File: src/rtl/cache_pkg.sv
package cache_pkg;

	// Geometry of the four-way cache
	localparam int ways = 4;
	localparam int sets = 64;
	localparam int index_bits = 6; // Address bits 9 to 4
	localparam int offset_bits = 4; // 16-byte lines
	localparam int words_per_line = 4;
	localparam int tag_bits = 22; // Address bits 31 to 10

	typedef logic [tag_bits-1:0] tag_t;

	// Word 0 sits in the low 32 bits
	typedef logic [words_per_line-1:0][31:0] line_t;

	typedef logic [ways-1:0] way_sel_t; // One-hot

endpackage

File: src/rtl/wb_pkg.sv
package wb_pkg;

	// Wishbone classic, 32-bit
	localparam int adr_bits = 32;
	localparam int dat_bits = 32;

	typedef logic [dat_bits-1:0] word_t; // Bus word and instruction word

endpackage

File: src/rtl/cache_if.sv
// Decode to result and refill, one cycle after the lookup
interface lookup_if;
	logic hit;
	cache_pkg::way_sel_t hit_way;
	cache_pkg::line_t way_line [cache_pkg::ways];
	logic [$clog2(cache_pkg::words_per_line)-1:0] word_offset;
	logic miss;
	wb_pkg::word_t miss_addr;

	modport decode (output hit, hit_way, way_line, word_offset, miss, miss_addr);
	modport result (input hit, hit_way, way_line, word_offset, miss);
	modport refill (input miss, miss_addr);
endinterface

// Refill back to decode (array write) and result (response word)
interface refill_if;
	logic fill_en;
	cache_pkg::way_sel_t fill_way;
	logic [cache_pkg::index_bits-1:0] fill_index;
	cache_pkg::tag_t fill_tag;
	cache_pkg::line_t fill_line;
	logic done;
	wb_pkg::word_t fill_word;

	modport refill (output fill_en, fill_way, fill_index, fill_tag, fill_line, done, fill_word);
	modport decode (input fill_en, fill_way, fill_index, fill_tag, fill_line, done);
	modport result (input done, fill_word);
endinterface

File: src/rtl/icache_result.sv
module icache_result (
	input logic clk,
	input logic rst,
	input logic flush,

	lookup_if.result lookup,
	refill_if.result refill,

	output logic resp_valid,
	output wb_pkg::word_t resp_inst
);

	cache_pkg::line_t hit_line;
	logic flush_q; // Cancels what leaves lookup next
	logic pending;
	logic cancel_q;
	logic held_flush;
	logic stall_flush;

	always_comb begin
		hit_line = '0;
		for (int w = 0; w < cache_pkg::ways; w++) begin
			if (lookup.hit_way[w]) hit_line = lookup.way_line[w];
		end
	end

	// Hit and done never share a cycle
	assign resp_inst = refill.done ? refill.fill_word : hit_line[lookup.word_offset];
	assign resp_valid = (lookup.hit && !flush && !flush_q) ||
		(refill.done && !flush && !cancel_q);

	// Flush while a refill is outstanding
	assign stall_flush = flush && (pending || lookup.miss);

	always_ff @(posedge clk) begin
		if (rst) begin
			flush_q <= 1'b0;
			pending <= 1'b0;
			cancel_q <= 1'b0;
			held_flush <= 1'b0;
		end else begin
			// Request held in lookup during the refill leaves right after done
			flush_q <= flush || (refill.done && held_flush);
			if (lookup.miss) pending <= 1'b1;
			else if (refill.done) pending <= 1'b0;
			if (refill.done) begin
				cancel_q <= 1'b0;
				held_flush <= 1'b0;
			end else begin
				if (stall_flush || (lookup.miss && flush_q)) cancel_q <= 1'b1;
				if (stall_flush) held_flush <= 1'b1;
			end
		end
	end

endmodule

File: src/flat_wrapper.sv
// flat-port wrapper written by rule: the top's interface ports become plain ports
module icache_result_flat 
  (clk, rst, flush, resp_valid, resp_inst, lookup_hit, lookup_hit_way, lookup_way_line, lookup_word_offset, lookup_miss, refill_done, refill_fill_word);
  lookup_if lookup_i ();
  refill_if refill_i ();
  input logic clk;
  input logic rst;
  input logic flush;
  output logic resp_valid;
  output wb_pkg::word_t resp_inst;
  input wire logic [$bits(lookup_i.hit)-1:0] lookup_hit;
  input wire logic [$bits(lookup_i.hit_way)-1:0] lookup_hit_way;
  input wire logic [$bits(lookup_i.way_line)-1:0] lookup_way_line;
  input wire logic [$bits(lookup_i.word_offset)-1:0] lookup_word_offset;
  input wire logic [$bits(lookup_i.miss)-1:0] lookup_miss;
  input wire logic [$bits(refill_i.done)-1:0] refill_done;
  input wire logic [$bits(refill_i.fill_word)-1:0] refill_fill_word;
  assign lookup_i.hit = lookup_hit;
  assign lookup_i.hit_way = lookup_hit_way;
  assign lookup_i.way_line = {>>{lookup_way_line}};
  assign lookup_i.word_offset = lookup_word_offset;
  assign lookup_i.miss = lookup_miss;
  assign refill_i.done = refill_done;
  assign refill_i.fill_word = refill_fill_word;
  icache_result u_core (.clk(clk), .rst(rst), .flush(flush), .lookup(lookup_i), .refill(refill_i), .resp_valid(resp_valid), .resp_inst(resp_inst));
endmodule
File: config.mk
export PLATFORM = sky130hd
export DESIGN_NAME = icache_result_flat
export DESIGN_NICKNAME = d
export VERILOG_FILES = /design/src/rtl/cache_pkg.sv /design/src/rtl/wb_pkg.sv /design/src/rtl/cache_if.sv /design/src/rtl/icache_result.sv /design/src/flat_wrapper.sv
export SDC_FILE = /design/constraint.sdc
export NUM_CORES = 1
export LEC_CHECK = 0
export ABC_AREA = 1
export BUFFER_PORTS_ARGS = -buffer_cell sky130_fd_sc_hd__buf_2
export CORE_AREA = 2 2 229 231
export DETAILED_ROUTE_END_ITERATION = 7
export DIE_AREA = 0 0 231 233
export PLACE_DENSITY = 0.32
export SETUP_SLACK_MARGIN = 0.2
export SLEW_MARGIN = 5
export SYNTH_ARGS = -nofsm -noshare
export SYNTH_HDL_FRONTEND = slang
export SYNTH_SLANG_ARGS = --single-unit
File: constraint.sdc
create_clock -name clk -period 1.7 [get_ports clk]
set_input_delay 0.085 -clock clk [delete_from_list [all_inputs] [get_ports clk]]
set_output_delay 0.085 -clock clk [all_outputs]
set_load 0.005 [all_outputs]
After elaboration in Yosys (flattened, before gate mapping)
Cells that the tools add are included.
{ "op_classes": {"order_cmp": 1, "reduce_logical": 16, "n_mux": 9} }
{ "ops": {"columns": ["op", "n"], "rows": [
  ["128-bit two-way mux", 4],
  ["32-bit binary-select mux with 2-bit select", 1],
  ["32-bit two-way mux", 2],
  ["1-bit logical AND", 7],
  ["1-bit logical OR", 4],
  ["1-bit logical NOT", 3],
  ["2-bit by 3-bit < comparator with 1-bit output, second input constant", 1],
  ["1-bit two-way mux", 2],
  ["2-bit nonzero test", 1],
  ["2-bit OR reduction", 1]
]} }
{ "word_totals": {"register_bits": 4, "input_bits": 556, "word_cells": 30, "output_inout_bits": 33} }

Logic depth before layout (Yosys ltp)
{ "logic_depth": {"ltp_word": 7, "ltp_mapped": 11, "ltp_nobuf": 10} }

Worst setup path after synthesis
OpenSTA, ideal clock, no wires.
{ "synth_timing": {"path_kind": "input to output", "startpoint": "input lookup_hit_way[2]", "endpoint": "output resp_inst[21]", "slack_ns": 0.638, "n_path_buf": 3, "required_ns": 1.615, "cell_stages": 10, "t_arrival_ns": 0.977, "path_cell_list": "inv_1 buf_4 buf_2 buf_2 nand2_1 nand2_1 nand2_1 nand3_1 nand3_1 nand2_1"} }
{ "synth_via": {"elab_chain_cells": 5} }
{ "synth_lines": {"columns": ["item", "line_no", "source"], "rows": [
  ["start, declared", "flat_wrapper.sv:12", "input wire logic [$bits(lookup_i.hit_way)-1:0] lookup_hit_way;"],
  ["128-bit two-way mux (2 in a row)", "icache_result.sv:23", "if (lookup.hit_way[w]) hit_line = lookup.way_line[w];"],
  ["32-bit binary-select mux with 2-bit select", "icache_result.sv:28", "assign resp_inst = refill.done ? refill.fill_word : hit_line[lookup.word_offset];"],
  ["32-bit two-way mux (implied by the code)", "icache_result.sv:28", null],
  ["32-bit two-way mux", "icache_result.sv:28", null],
  ["end, declared", "flat_wrapper.sv:10", "output wb_pkg::word_t resp_inst;"]
]} }
No other way between the ends. The select of a mux whose other input is x is not followed.

Final worst setup path
{ "layout_timing": {"startpoint": "input lookup_hit_way[1]", "endpoint": "output resp_inst[10]"} }
{ "layout_via": {"elab_chain_cells": 6} }
{ "layout_lines": {"columns": ["item", "line_no"], "rows": [
  ["128-bit two-way mux (3 in a row)", "icache_result.sv:23"],
  ["32-bit binary-select mux with 2-bit select", "icache_result.sv:28"],
  ["32-bit two-way mux (implied by the code)", "icache_result.sv:28"],
  ["32-bit two-way mux", "icache_result.sv:28"]
]} }
No other way between the ends. The select of a mux whose other input is x is not followed.

==> summary by stage <==
Die
The number of rows created at floorplan is 83. The core region is a little over 0.05 sq mm. The number of placed I/O pins is between 500 and 600. The width of the chip is 231 um. The initial core utilization is between 10% and 20%. The height of the die is ~230 um.

The full die area is around 0.054 sq mm.

Clock tree
The clock net in this run drives a total of 4 sinks. The depth of the CTS H-tree is 1. The TritonCTS clock tree is yes.

The number of clock buffers added by TritonCTS is 3. Clock-pin slew was measured on the worst setup and hold paths at roughly 0.03 ns. Counting along the longest clock path gives a buffer depth of 2. The insertion delay to the later sink of the worst-skew pair is 0.22 ns.

CTS placed an instance of clkbuf_16 at the clock tree root. Hold repair after CTS inserted 0 buffers.

Setup path
STA classifies the critical path endpoint as an output port. The number of buffers and inverters on the critical path is 5. The signal on the critical path passes through buf_12, nor2_4, buf_12, buf_12, buf_16, nand2_1, nand2_2, nand2_1, nand2_1, nand2_2, nand3_2, nand3_2, nand2_1, buf_2.

Data on the critical path is required at its endpoint by roughly 1.6 ns. The maximum cell stage delay along the critical path is about 0.19 ns. The critical path is of the in2out type. The nature of the critical path startpoint is a primary input.

Among all stages on the critical path, the largest delay is contributed by nor2_4. Along the worst path, the maximum fanout reaches 7. The top cell family by delay on the critical path is simple AND/OR/NAND/NOR gates. The minimum setup slack among reg-to-reg paths is 0.96 ns.

The signal arrival time at the worst endpoint is roughly 1.5 ns. The cell that appears most often on the critical path is nand2_1.

GRT
The overall routing resource usage is 18.2%. The number of global-route vias before repair is approximately 11,000. The final global-route overflow total is 0. The largest net degree at the start of global routing is 38.

The first-pass GRT wire length is 72,400 um. The number of antenna violations at the first check in global routing is 11.

Drt
The number of DRC violations after detailed-routing iteration 0 is between 500 and 600. The mean number of vias per cell is ~4.2. The total iterations of the first detailed-routing run is 5. The routed wire length is 52,400 um. After detailed routing, the average wire length per cell comes to approximately 19 um.

The count of unresolved DRC violations after routing is 0. The routed layout has 11,200 vias. Once detail routing completed, the nets flagged for antenna violations numbered 0.

Timing
The count of endpoints failing hold in the final timing report is 0. The final critical path takes up 94.4% of the cycle. Clock skew on the completed layout was measured at 0.00144 ns. Derived from the worst setup path, the maximum achievable clock frequency is just over 600 MHz. The worst relative slew slack is roughly two thirds. Setup repair after global routing could not meet its margin everywhere. At the pin with the least slew margin, the transition time is about 0.49 ns. The post-route minimum period is 1.60 ns. The number of slew-limit violations in the final report is 0. Hold is met by between 0.06 and 0.07 ns. Setup violations remaining at the end of the flow were counted as 0.

Synthesis
The synthesized design spends more area on one cell type than any other, namely nand2_1. Yosys mapped a number of flops with a built-in enable equal to 0. The post-synthesis register bit count is 4. The portion of the post-synthesis area used by sequential elements is ~1.3%. Yosys mapped the design onto 19 distinct sky130hd cell types.

During synthesis, Yosys emitted a total of 0 warnings. After synthesis, the cell types taking the most area are nand2_1 (41%), nand3_1 (16%), nor2_1 (12%). In the synthesized netlist, the number of instances is between 1,000 and 1,500.

In the synthesized netlist the dominant register cell turns out to be dfxtp_1. The post-synthesis instance area is 0.00620 sq mm. The async set-reset flop share out of synthesis is 0%. Each instance of the synthesized netlist takes up on average around 4.4 sq um.

The synthesized netlist net count is 1,979. The area share of the largest cell type after synthesis is about two fifths.

Pwr
The clock network is responsible for 10.3% of the overall power. IR analysis of the VDD net gives a maximum drop of ~0.16 mV. Power spread over the standard cell area amounts to about 300 mW/mm^2. The analysis attributes to net switching a power of between 0.0015 and 0.002 W. The portion of total power attributed to combinational logic is ~87%. The share of total power dissipated in sequential elements is ~2.9%.

The internal portion of the total power is 0.00179 W. Of the total power, the share spent switching nets is 49.2%. The leakage dissipation is roughly 6.3 nW. The design draws between 0.003 and 0.004 W.

Finish
In the layout the commonest cells are nand2_1 (596), buf_2 (582), nor2_1 (194). The number of nets in the layout is roughly 2,600. The most common cell after layout, fill and taps aside is nand2_1. For this run, the share of the core covered by cells in the final layout is a little under a quarter. The fraction of layout instances using a drive strength above 1 is 44.9%. Relative to the synthesized area, the layout overhead comes to 88.8%.

Place
The number of buffers added on ports is approximately 590. Once detailed placement completed, the half-perimeter wirelength came to ~42,000 um. The final RePlAce weighted congestion is a little under 0.9.

Job
The max-capacitance violation count is 0.

Status
The run finished with clean final reports.

Min path
The worst min-delay path category is in2reg.
[state kept, by name, indices dropped and copies added (netlist names)]
register,cells
u_core.flush_q,1
u_core.cancel_q,1
u_core.held_flush,1
u_core.pending,1
[layer usage]
metal	share of wire (%)	vias to the layer above	GRT usage, %
met5	0.073	-	0
met4	0.82	6	2.96
met3	5.8	22	2.49
met2	47	407	30.3
met1	46	5101	25.2
li1	-	5647	-
[worst paths after layout]
kind / startpoint / endpoint / depth (start not counted)
max: lookup_hit_way[1] / resp_inst[10] / 14
min: rst / u_core.flush_q / 2
max reg2reg: u_core.pending / u_core.cancel_q / 4
min reg2reg: u_core.held_flush / u_core.flush_q / 2
[what timing repair did]
| action | 4_1_cts | 5_1_grt |
|---|---|---|
| pin swaps | 46 | 52 |
| buffers inserted | 8 | 7 |
| gates cloned | 8 | 2 |
| setup endpoints to repair | 32 | 32 |
| hold endpoints to repair | 0 | 0 |
| resized for setup | 125 | 82 |
[power groups by stage]
stage | Sequential, W | Combinational, W | Clock, W
after CTS | 0.000103 | 0.00297 | 0.000372
final | 0.000102 | 0.00306 | 0.000364
after global routing | 0.000103 | 0.00337 | 0.000379
after detailed placement | 0.000104 | 0.00267 | 0
after global placement | 0.000103 | 0.00269 | 0
after floorplan | 0.000103 | 0.00123 | 0
[Yosys cell counts, types with 3 or more instances]
| master | number |
|---|---|
| buf_4 | 12 |
| clkbuf_1 | 37 |
| dfxtp_1 | 4 |
| buf_2 | 49 |
| nand2_1 | 674 |
| a21oi_1 | 132 |
| or2_2 | 47 |
| buf_1 | 15 |
| inv_1 | 9 |
| nor2_1 | 194 |
| buf_6 | 3 |
| or2_0 | 49 |
| nand3_1 | 192 |
[cells by family (layout without fill, tap and decap cells)]
| logic type | count (synthesis) | after routing | share of synthesized area [%] |
|---|---|---|---|
| AND/OR/NAND/NOR | 1158 | 1158 | 78.0 |
| AO/OA/AOI/OAI | 134 | 134 | 10.9 |
| buffers and inverters | 127 | 705 | 9.77 |
| flip-flops | 4 | 4 | 1.29 |
| other | 0 | 7 | 0 |
[stage by stage]
stage	cell area [sq um]	TNS [ns]	setup slack (ns)	std cells
after floorplan	6200	0	0.638	1423
after global placement	10300	-0.810	-0.215	2653
after detailed placement	10300	-0.721	-0.232	2653
after CTS	11300	0	0.0881	2672
after global routing	11700	-0.0000322	-0.0000322	2688
final	11700	0	0.0959	2688
[final cells by class]
type,count,area (sq um)
fillers,6162,39400
multi-input cells,1292,6170
repair buffers,691,4450
well taps,680,851
flip-flops and latches,4,80.1
clock buffers,3,75.1
inverters,11,61.3
diodes,7,17.5
No activity file was read; power rests on OpenSTA's default activity.
