`src/rtl/cache_pkg.sv`:
```
package cache_pkg;

	// Geometry of the four-way cache
	localparam int ways = 4;
	localparam int sets = 64;
	localparam int index_bits = 6; // Address bits 9 to 4
	localparam int offset_bits = 4; // 16-byte lines
	localparam int words_per_line = 4;
	localparam int tag_bits = 22; // Address bits 31 to 10

	typedef logic [tag_bits-1:0] tag_t;

	// Word 0 sits in the low 32 bits
	typedef logic [words_per_line-1:0][31:0] line_t;

	typedef logic [ways-1:0] way_sel_t; // One-hot

endpackage

```
`src/rtl/wb_pkg.sv`:
```
package wb_pkg;

	// Wishbone classic, 32-bit
	localparam int adr_bits = 32;
	localparam int dat_bits = 32;

	typedef logic [dat_bits-1:0] word_t; // Bus word and instruction word

endpackage

```
`src/rtl/cache_if.sv`:
```
// Decode to result and refill, one cycle after the lookup
interface lookup_if;
	logic hit;
	cache_pkg::way_sel_t hit_way;
	cache_pkg::line_t way_line [cache_pkg::ways];
	logic [$clog2(cache_pkg::words_per_line)-1:0] word_offset;
	logic miss;
	wb_pkg::word_t miss_addr;

	modport decode (output hit, hit_way, way_line, word_offset, miss, miss_addr);
	modport result (input hit, hit_way, way_line, word_offset, miss);
	modport refill (input miss, miss_addr);
endinterface

// Refill back to decode (array write) and result (response word)
interface refill_if;
	logic fill_en;
	cache_pkg::way_sel_t fill_way;
	logic [cache_pkg::index_bits-1:0] fill_index;
	cache_pkg::tag_t fill_tag;
	cache_pkg::line_t fill_line;
	logic done;
	wb_pkg::word_t fill_word;

	modport refill (output fill_en, fill_way, fill_index, fill_tag, fill_line, done, fill_word);
	modport decode (input fill_en, fill_way, fill_index, fill_tag, fill_line, done);
	modport result (input done, fill_word);
endinterface

```
`src/rtl/icache_refill.sv`:
```
module icache_refill (
	input logic clk,
	input logic rst,

	lookup_if.refill lookup,
	refill_if.refill refill,

	output logic wb_cyc,
	output logic wb_stb,
	output wb_pkg::word_t wb_adr,
	input wb_pkg::word_t wb_dat_i,
	input logic wb_ack
);

	typedef enum logic [1:0] {
		st_idle,
		st_read,
		st_fill
	} state_t;

	state_t state;
	logic [$clog2(cache_pkg::words_per_line)-1:0] beat;
	logic last_beat;
	cache_pkg::way_sel_t victim;
	cache_pkg::way_sel_t fill_way_q;
	wb_pkg::word_t miss_addr_q;
	cache_pkg::line_t line_buf;

	assign last_beat = (beat == $bits(beat)'(cache_pkg::words_per_line - 1));

	always_ff @(posedge clk) begin
		if (rst) begin
			state <= st_idle;
			beat <= '0;
			victim <= cache_pkg::way_sel_t'(1); // Way 0 first
		end else begin
			case (state)
				st_idle: begin
					if (lookup.miss) begin
						state <= st_read;
						beat <= '0;
						victim <= {victim[cache_pkg::ways-2:0], victim[cache_pkg::ways-1]};
					end
				end
				st_read: begin
					if (wb_ack) begin
						beat <= beat + 1'b1;
						if (last_beat) state <= st_fill;
					end
				end
				st_fill: state <= st_idle; // Line written this cycle
				default: state <= st_idle;
			endcase
		end
	end

	always_ff @(posedge clk) begin
		if (state == st_idle && lookup.miss) begin
			miss_addr_q <= lookup.miss_addr;
			fill_way_q <= victim;
		end
		if (state == st_read && wb_ack) begin
			line_buf[beat] <= wb_dat_i;
		end
	end

	// Line-aligned, word 0 to word 3
	assign wb_cyc = (state == st_read);
	assign wb_stb = (state == st_read);
	assign wb_adr = {miss_addr_q[wb_pkg::adr_bits-1:cache_pkg::offset_bits], beat, 2'b00};

	assign refill.fill_en = (state == st_fill);
	assign refill.done = (state == st_fill);
	assign refill.fill_way = fill_way_q;
	assign refill.fill_index = miss_addr_q[cache_pkg::offset_bits +: cache_pkg::index_bits];
	assign refill.fill_tag = miss_addr_q[wb_pkg::adr_bits-1 -: cache_pkg::tag_bits];
	assign refill.fill_line = line_buf;
	assign refill.fill_word = line_buf[miss_addr_q[cache_pkg::offset_bits-1:2]];

	// Classic cycle holds stb, cyc and adr until the slave acks
	a_stb_held: assert property (@(posedge clk) disable iff (rst)
		(wb_stb && !wb_ack) |=> (wb_stb && wb_cyc && $stable(wb_adr)));

	a_victim_onehot: assert property (@(posedge clk) disable iff (rst) $onehot(victim));

endmodule

```
`src/flat_wrapper.sv`:
```
// flat-port wrapper written by rule: the top's interface ports become plain ports
module icache_refill_flat 
  (clk, rst, wb_cyc, wb_stb, wb_adr, wb_dat_i, wb_ack, lookup_miss, lookup_miss_addr, refill_fill_en, refill_fill_way, refill_fill_index, refill_fill_tag, refill_fill_line, refill_done, refill_fill_word);
  lookup_if lookup_i ();
  refill_if refill_i ();
  input logic clk;
  input logic rst;
  output logic wb_cyc;
  output logic wb_stb;
  output wb_pkg::word_t wb_adr;
  input wb_pkg::word_t wb_dat_i;
  input logic wb_ack;
  input wire logic [$bits(lookup_i.miss)-1:0] lookup_miss;
  input wire logic [$bits(lookup_i.miss_addr)-1:0] lookup_miss_addr;
  output wire logic [$bits(refill_i.fill_en)-1:0] refill_fill_en;
  output wire logic [$bits(refill_i.fill_way)-1:0] refill_fill_way;
  output wire logic [$bits(refill_i.fill_index)-1:0] refill_fill_index;
  output wire logic [$bits(refill_i.fill_tag)-1:0] refill_fill_tag;
  output wire logic [$bits(refill_i.fill_line)-1:0] refill_fill_line;
  output wire logic [$bits(refill_i.done)-1:0] refill_done;
  output wire logic [$bits(refill_i.fill_word)-1:0] refill_fill_word;
  assign lookup_i.miss = lookup_miss;
  assign lookup_i.miss_addr = lookup_miss_addr;
  assign refill_fill_en = refill_i.fill_en;
  assign refill_fill_way = refill_i.fill_way;
  assign refill_fill_index = refill_i.fill_index;
  assign refill_fill_tag = refill_i.fill_tag;
  assign refill_fill_line = refill_i.fill_line;
  assign refill_done = refill_i.done;
  assign refill_fill_word = refill_i.fill_word;
  icache_refill u_core (.clk(clk), .rst(rst), .lookup(lookup_i), .refill(refill_i), .wb_cyc(wb_cyc), .wb_stb(wb_stb), .wb_adr(wb_adr), .wb_dat_i(wb_dat_i), .wb_ack(wb_ack));
endmodule
```
`config.mk`:
```
export PLATFORM = sky130hd
export DESIGN_NAME = icache_refill_flat
export DESIGN_NICKNAME = d
export VERILOG_FILES = /design/src/rtl/cache_pkg.sv /design/src/rtl/wb_pkg.sv /design/src/rtl/cache_if.sv /design/src/rtl/icache_refill.sv /design/src/flat_wrapper.sv
export SDC_FILE = /design/constraint.sdc
export NUM_CORES = 1
export LEC_CHECK = 0
export BUFFER_PORTS_ARGS = -buffer_cell sky130_fd_sc_hd__buf_2
export CORE_AREA = 8 8 137 139
export DETAILED_ROUTE_END_ITERATION = 8
export DIE_AREA = 0 0 145 147
export PLACE_DENSITY = 0.71
export REMOVE_ABC_BUFFERS = 1
export SYNTH_ARGS = -nofsm -noshare
export SYNTH_HDL_FRONTEND = slang
export SYNTH_SLANG_ARGS = --single-unit
```
`constraint.sdc`:
```
create_clock -name clk -period 2.07 [get_ports clk]
set_input_delay 0.3105 -clock clk [delete_from_list [all_inputs] [get_ports clk]]
set_output_delay 0.3105 -clock clk [all_outputs]
set_load 0.01 [all_outputs]
```
After elaboration in Yosys (flattened, before gate mapping)
Cells that the tools add are included.
Word-level totals
  flip-flop bits (word level): 172
  output and inout port bits: 228
  logic and storage cells: 39
  input port bits: 68
Cells by class
  mux-type cells: 12
  equality and inequality tests: 6
  reduce and logical (&&, ||, !) cells: 8
  add/sub/neg operators: 1
  order comparisons: 3
Operators with widths (count)
  bitwise mux 128 bit: 1
  binary-select mux 32 bit (select 2 bit): 1
  demux 32 bit (select 2 bit): 1
  two-way mux 32 bit: 2
  two-way mux 2 bit: 5
  one-hot mux 2 bit (2 select lines): 2
  < comparator 2 x 3 -> 1 bit (second input constant): 2
  AND reduction 3 bit: 2
  == test 2 bit (second input constant): 2
  != test 2 x 1 -> 1 bit (second input constant): 2
  logical AND 1 bit: 3
  adder 2 x 1 -> 2 bit (second input constant): 1
  == test 2 x 1 -> 1 bit (second input constant): 1
  >= comparator 2 x 1 -> 1 bit (second input constant): 1
  zero test 2 bit: 1
  != test 2 bit (second input constant): 1
  AND reduction 2 bit: 1
  nonzero test 2 bit: 1

Logic depth before layout (Yosys ltp)
  word-level depth: 5
  gate-level depth with buffers: 4
  mapped depth without buffers: 4

Least setup slack after synthesis
Ideal clock, no wire load.
  path type: register to register
  start point: reg u_core.state[1]
  end point: reg u_core.victim[0]
  cell stages (with the launch flop): 4
  path buffers: 0
  arrival time: 1.849 ns
  setup slack: 0.101 ns
  cell sequence: dfxtp_1 nor3b_4 nor2b_1 a211o_1
On the way
  longest elaborated chain between the ends: 2
RTL lines
  from (decl): line icache_refill.sv:21  | state_t state;
  from (signal assigned): line icache_refill.sv:33  | state <= st_idle;
  from (signal assigned): line icache_refill.sv:40  | state <= st_read;
  from (signal assigned): line icache_refill.sv:48  | if (last_beat) state <= st_fill;
  zero test 2 bit: line icache_refill.sv:37  | case (state)
  AND reduction 2 bit (no line)
  to (signal assigned): line icache_refill.sv:35  | victim <= cache_pkg::way_sel_t'(1);
  to (signal assigned): line icache_refill.sv:42  | victim <= {victim[cache_pkg::ways-2:0], victim[cache_pkg::ways-1]};
  to (decl): line icache_refill.sv:24  | cache_pkg::way_sel_t victim;
No other way between the ends.
A chain may end at the register's enable or synchronous reset.

Worst setup path after layout
  start point: reg u_core.miss_addr_q[2]
  end point: out refill_fill_word[14]
On the way
  longest elaborated chain between the ends: 2
RTL lines
  from (decl): line icache_refill.sv:26  | wb_pkg::word_t miss_addr_q;
  from (signal assigned): line icache_refill.sv:59  | miss_addr_q <= lookup.miss_addr;
  binary-select mux 32 bit (select 2 bit): line icache_refill.sv:78  | assign refill.fill_word = line_buf[miss_addr_q[cache_pkg::offset_bits-1:2]];
  two-way mux 32 bit (not written as such): line icache_refill.sv:78
  to (decl): line flat_wrapper.sv:21  | output wire logic [$bits(refill_i.fill_word)-1:0] refill_fill_word;
No other way between the ends. The select of a mux whose other input is x is not followed.

==> flow_summary.toml <==
[status]
status = "finished, violations left"
violations = "negative setup slack"

[finish]
fillers = 1372
final_core_util = 0.517
drive_gt1_frac = 0.646
layout_commonest_cell = "buf_2"
fin_nets = 639
seqCellArea_um2 = 5020
design_area_um2 = 8660
diodes = 0
multi_input_area_um2 = 978
syn_to_final_growth_pct = 32.9
final_cell_mix = "buf_2, edfxtp_1, mux4_2"

[drt]
via_per_inst = 4.82
vias = 3874
final_antenna_net_count = 0
drtIter0Drc = 185
drc = 0
wl_per_cell_um = 22.0
dr.pass1.iters = 5
wl_um = 17700

[floorplan]
die-height_um = 147
io_pins = 296
die_w_um = 145
core-area_um2 = 16800
rows = 48
die_area_um2 = 21300
start_util = 0.389

[setup_path]
cp-end-kind = "primary output"
cp-start-kind = "register"
cp_max_fo = 7
crit_type = "register to primary output"
arrival_ps = 1790
rr_worst_depth = 3
worstPathRequired_ps = 1760

[timing]
hold_viol = 0
drv_slew = 0
max_freq_mhz = 476
setup_ws_ps = -29.0
fin_skew_ps = 8.31
post-route-period-util = 1.01
rsz0062_at_grt = "yes"
min_period_ps = 2100
setup_viol = 19

[synth]
syn_area_um2 = 6520
synth_warnings = 0
avgSynthCellArea_um2 = 21.3
yosysTopAreaCellShare = 0.747
synthCells = 306
ys_top_cells_by_area = "edfxtp_1, mux4_2, buf_4"
ys_seq_area_frac = 0.771
ys_ff_latch = 170
synth_top_cell_by_area = "edfxtp_1"
synth.distinct_cells = 25

[clock_tree]
cts_tree = "done"
clkSinkCount = 170
htree_levels = 4
hold_buffers = 0
root_buffer = "clkbuf_16"
clk_pin_slew_worst_paths_ps = 60
insertion_delay_ps = 410
cts_buffers = 17
ctsLongestPathBuffers = 2

[power]
leakagePower_nw = 3.47
p_per_area_nw_per_um2 = 888
ir_worst_vdd_uv = 587
totalPowerFinal_mw = 7.69

[placed_design]
gp_congestion = 0.851
place_area_um2 = 7860
place_worst_setup_slack_ps = 290
place_hpwl_um = 13000
io_buffers = 291

[worst_hold_path]
hold-path-cell-count = 1
hold_path.class = "input pin to register"

[grt]
grtUsageTotal = 0.161
grt_pass1_vias = 4388
grt_overflow_total = 0
grt_antenna_before_repair = 1
grt_pass1_wl_um = 26300
grt_max_degree = 39

[flow_run]
maxCapViolCount = 0
what timing repair did:
item | in CTS | in global routing
gates resized for setup | 13 | 8
setup buffers | 3 | 0
endpoints found under the setup margin | 31 | 32
gates cloned | 2 | 1
path summary, 6_finish.rpt:
path	from	endpoint	slack, ps
worst min register to register	u_core.victim[1]	u_core.refill.fill_way[1]	460
worst max-delay path	u_core.miss_addr_q[2]	refill_fill_word[14]	-30
worst max register to register	u_core.state[0]	u_core.refill.fill_line[117]	440
worst min-delay path	lookup_miss_addr[18]	u_core.miss_addr_q[18]	70
routing by layer:
metal	up-vias	global-route usage	wire length [µm]
met5	-	0	13
met4	2	0.0479	121
met3	11	0.0766	1850
met2	259	0.266	8700
met1	1932	0.184	7000
li1	1670	-	-
cells in the mapped netlist:
| cell | count |
|---|---|
| ha_1 | 4 |
| nand3b_1 | 1 |
| buf_1 | 1 |
| nor2_1 | 4 |
| buf_6 | 4 |
| and2b_1 | 2 |
| o21bai_1 | 1 |
| inv_1 | 2 |
| a21oi_1 | 2 |
| buf_2 | 3 |
| a31oi_1 | 1 |
| mux4_2 | 32 |
| buf_4 | 60 |
| nor2b_1 | 3 |
| o21ai_0 | 1 |
| edfxtp_1 | 162 |
| dfxtp_1 | 8 |
| mux2i_1 | 3 |
| nor3b_1 | 1 |
| nor3b_4 | 1 |
| nand2_1 | 3 |
| and3_1 | 4 |
| conb_1 | 1 |
| a211o_1 | 1 |
| nand4b_1 | 1 |
final cells by class:
type / count / share of cell area
Sequential cell: 170 / 0.580
Timing Repair Buffer: 309 / 0.204
Multi-Input combinational cell: 67 / 0.113
Clock buffer: 17 / 0.0491
Tap cell: 225 / 0.0325
Clock inverter: 14 / 0.0198
Inverter: 2 / 0.000867
worst max-delay path: stages (launching register included):
cell	delay, ps
edfxtp_1	370
buf_4	170
clkbuf_16	190
mux4_2	490
buf_2	160
power breakdown:
group / total [mW] / internal (mW) / leakage (nW) / switching [mW]
sequential: 3.91 / 3.86 / 1.55 / 0.0449
combinational: 0.587 / 0.279 / 1.63 / 0.309
clock: 3.19 / 1.90 / 0.285 / 1.29
total: 7.69 / 6.04 / 3.47 / 1.64
registers in the layout, summed over array words and instances, names as in the netlist:
name / flops
u_core.refill.fill_line: 128
u_core.beat: 2
u_core.miss_addr_q: 30
u_core.refill.fill_way: 4
u_core.victim: 4
u_core.state: 2
stage by stage:
| stage | setup TNS [ps] | std cells | hold slack [ps] |
|---|---|---|---|
| after floorplan | -10600 | 239 | 380 |
| after global placement | 0 | 767 | 443 |
| after detailed placement | 0 | 767 | 449 |
| after CTS | -1460 | 803 | 48.1 |
| after global routing | -3090 | 804 | 43.2 |
| final | -317 | 804 | 70.0 |
kinds of logic after synthesis:
family,share of synthesized area
flip-flops,0.771
AO/OA/AOI/OAI,0.00576
buffers and inverters,0.0801
adder cells (fa/ha/maj),0.00768
AND/OR/NAND/NOR,0.0196
multiplexers,0.115
other,0.000575
No activity file was read; power rests on OpenSTA's default activity.
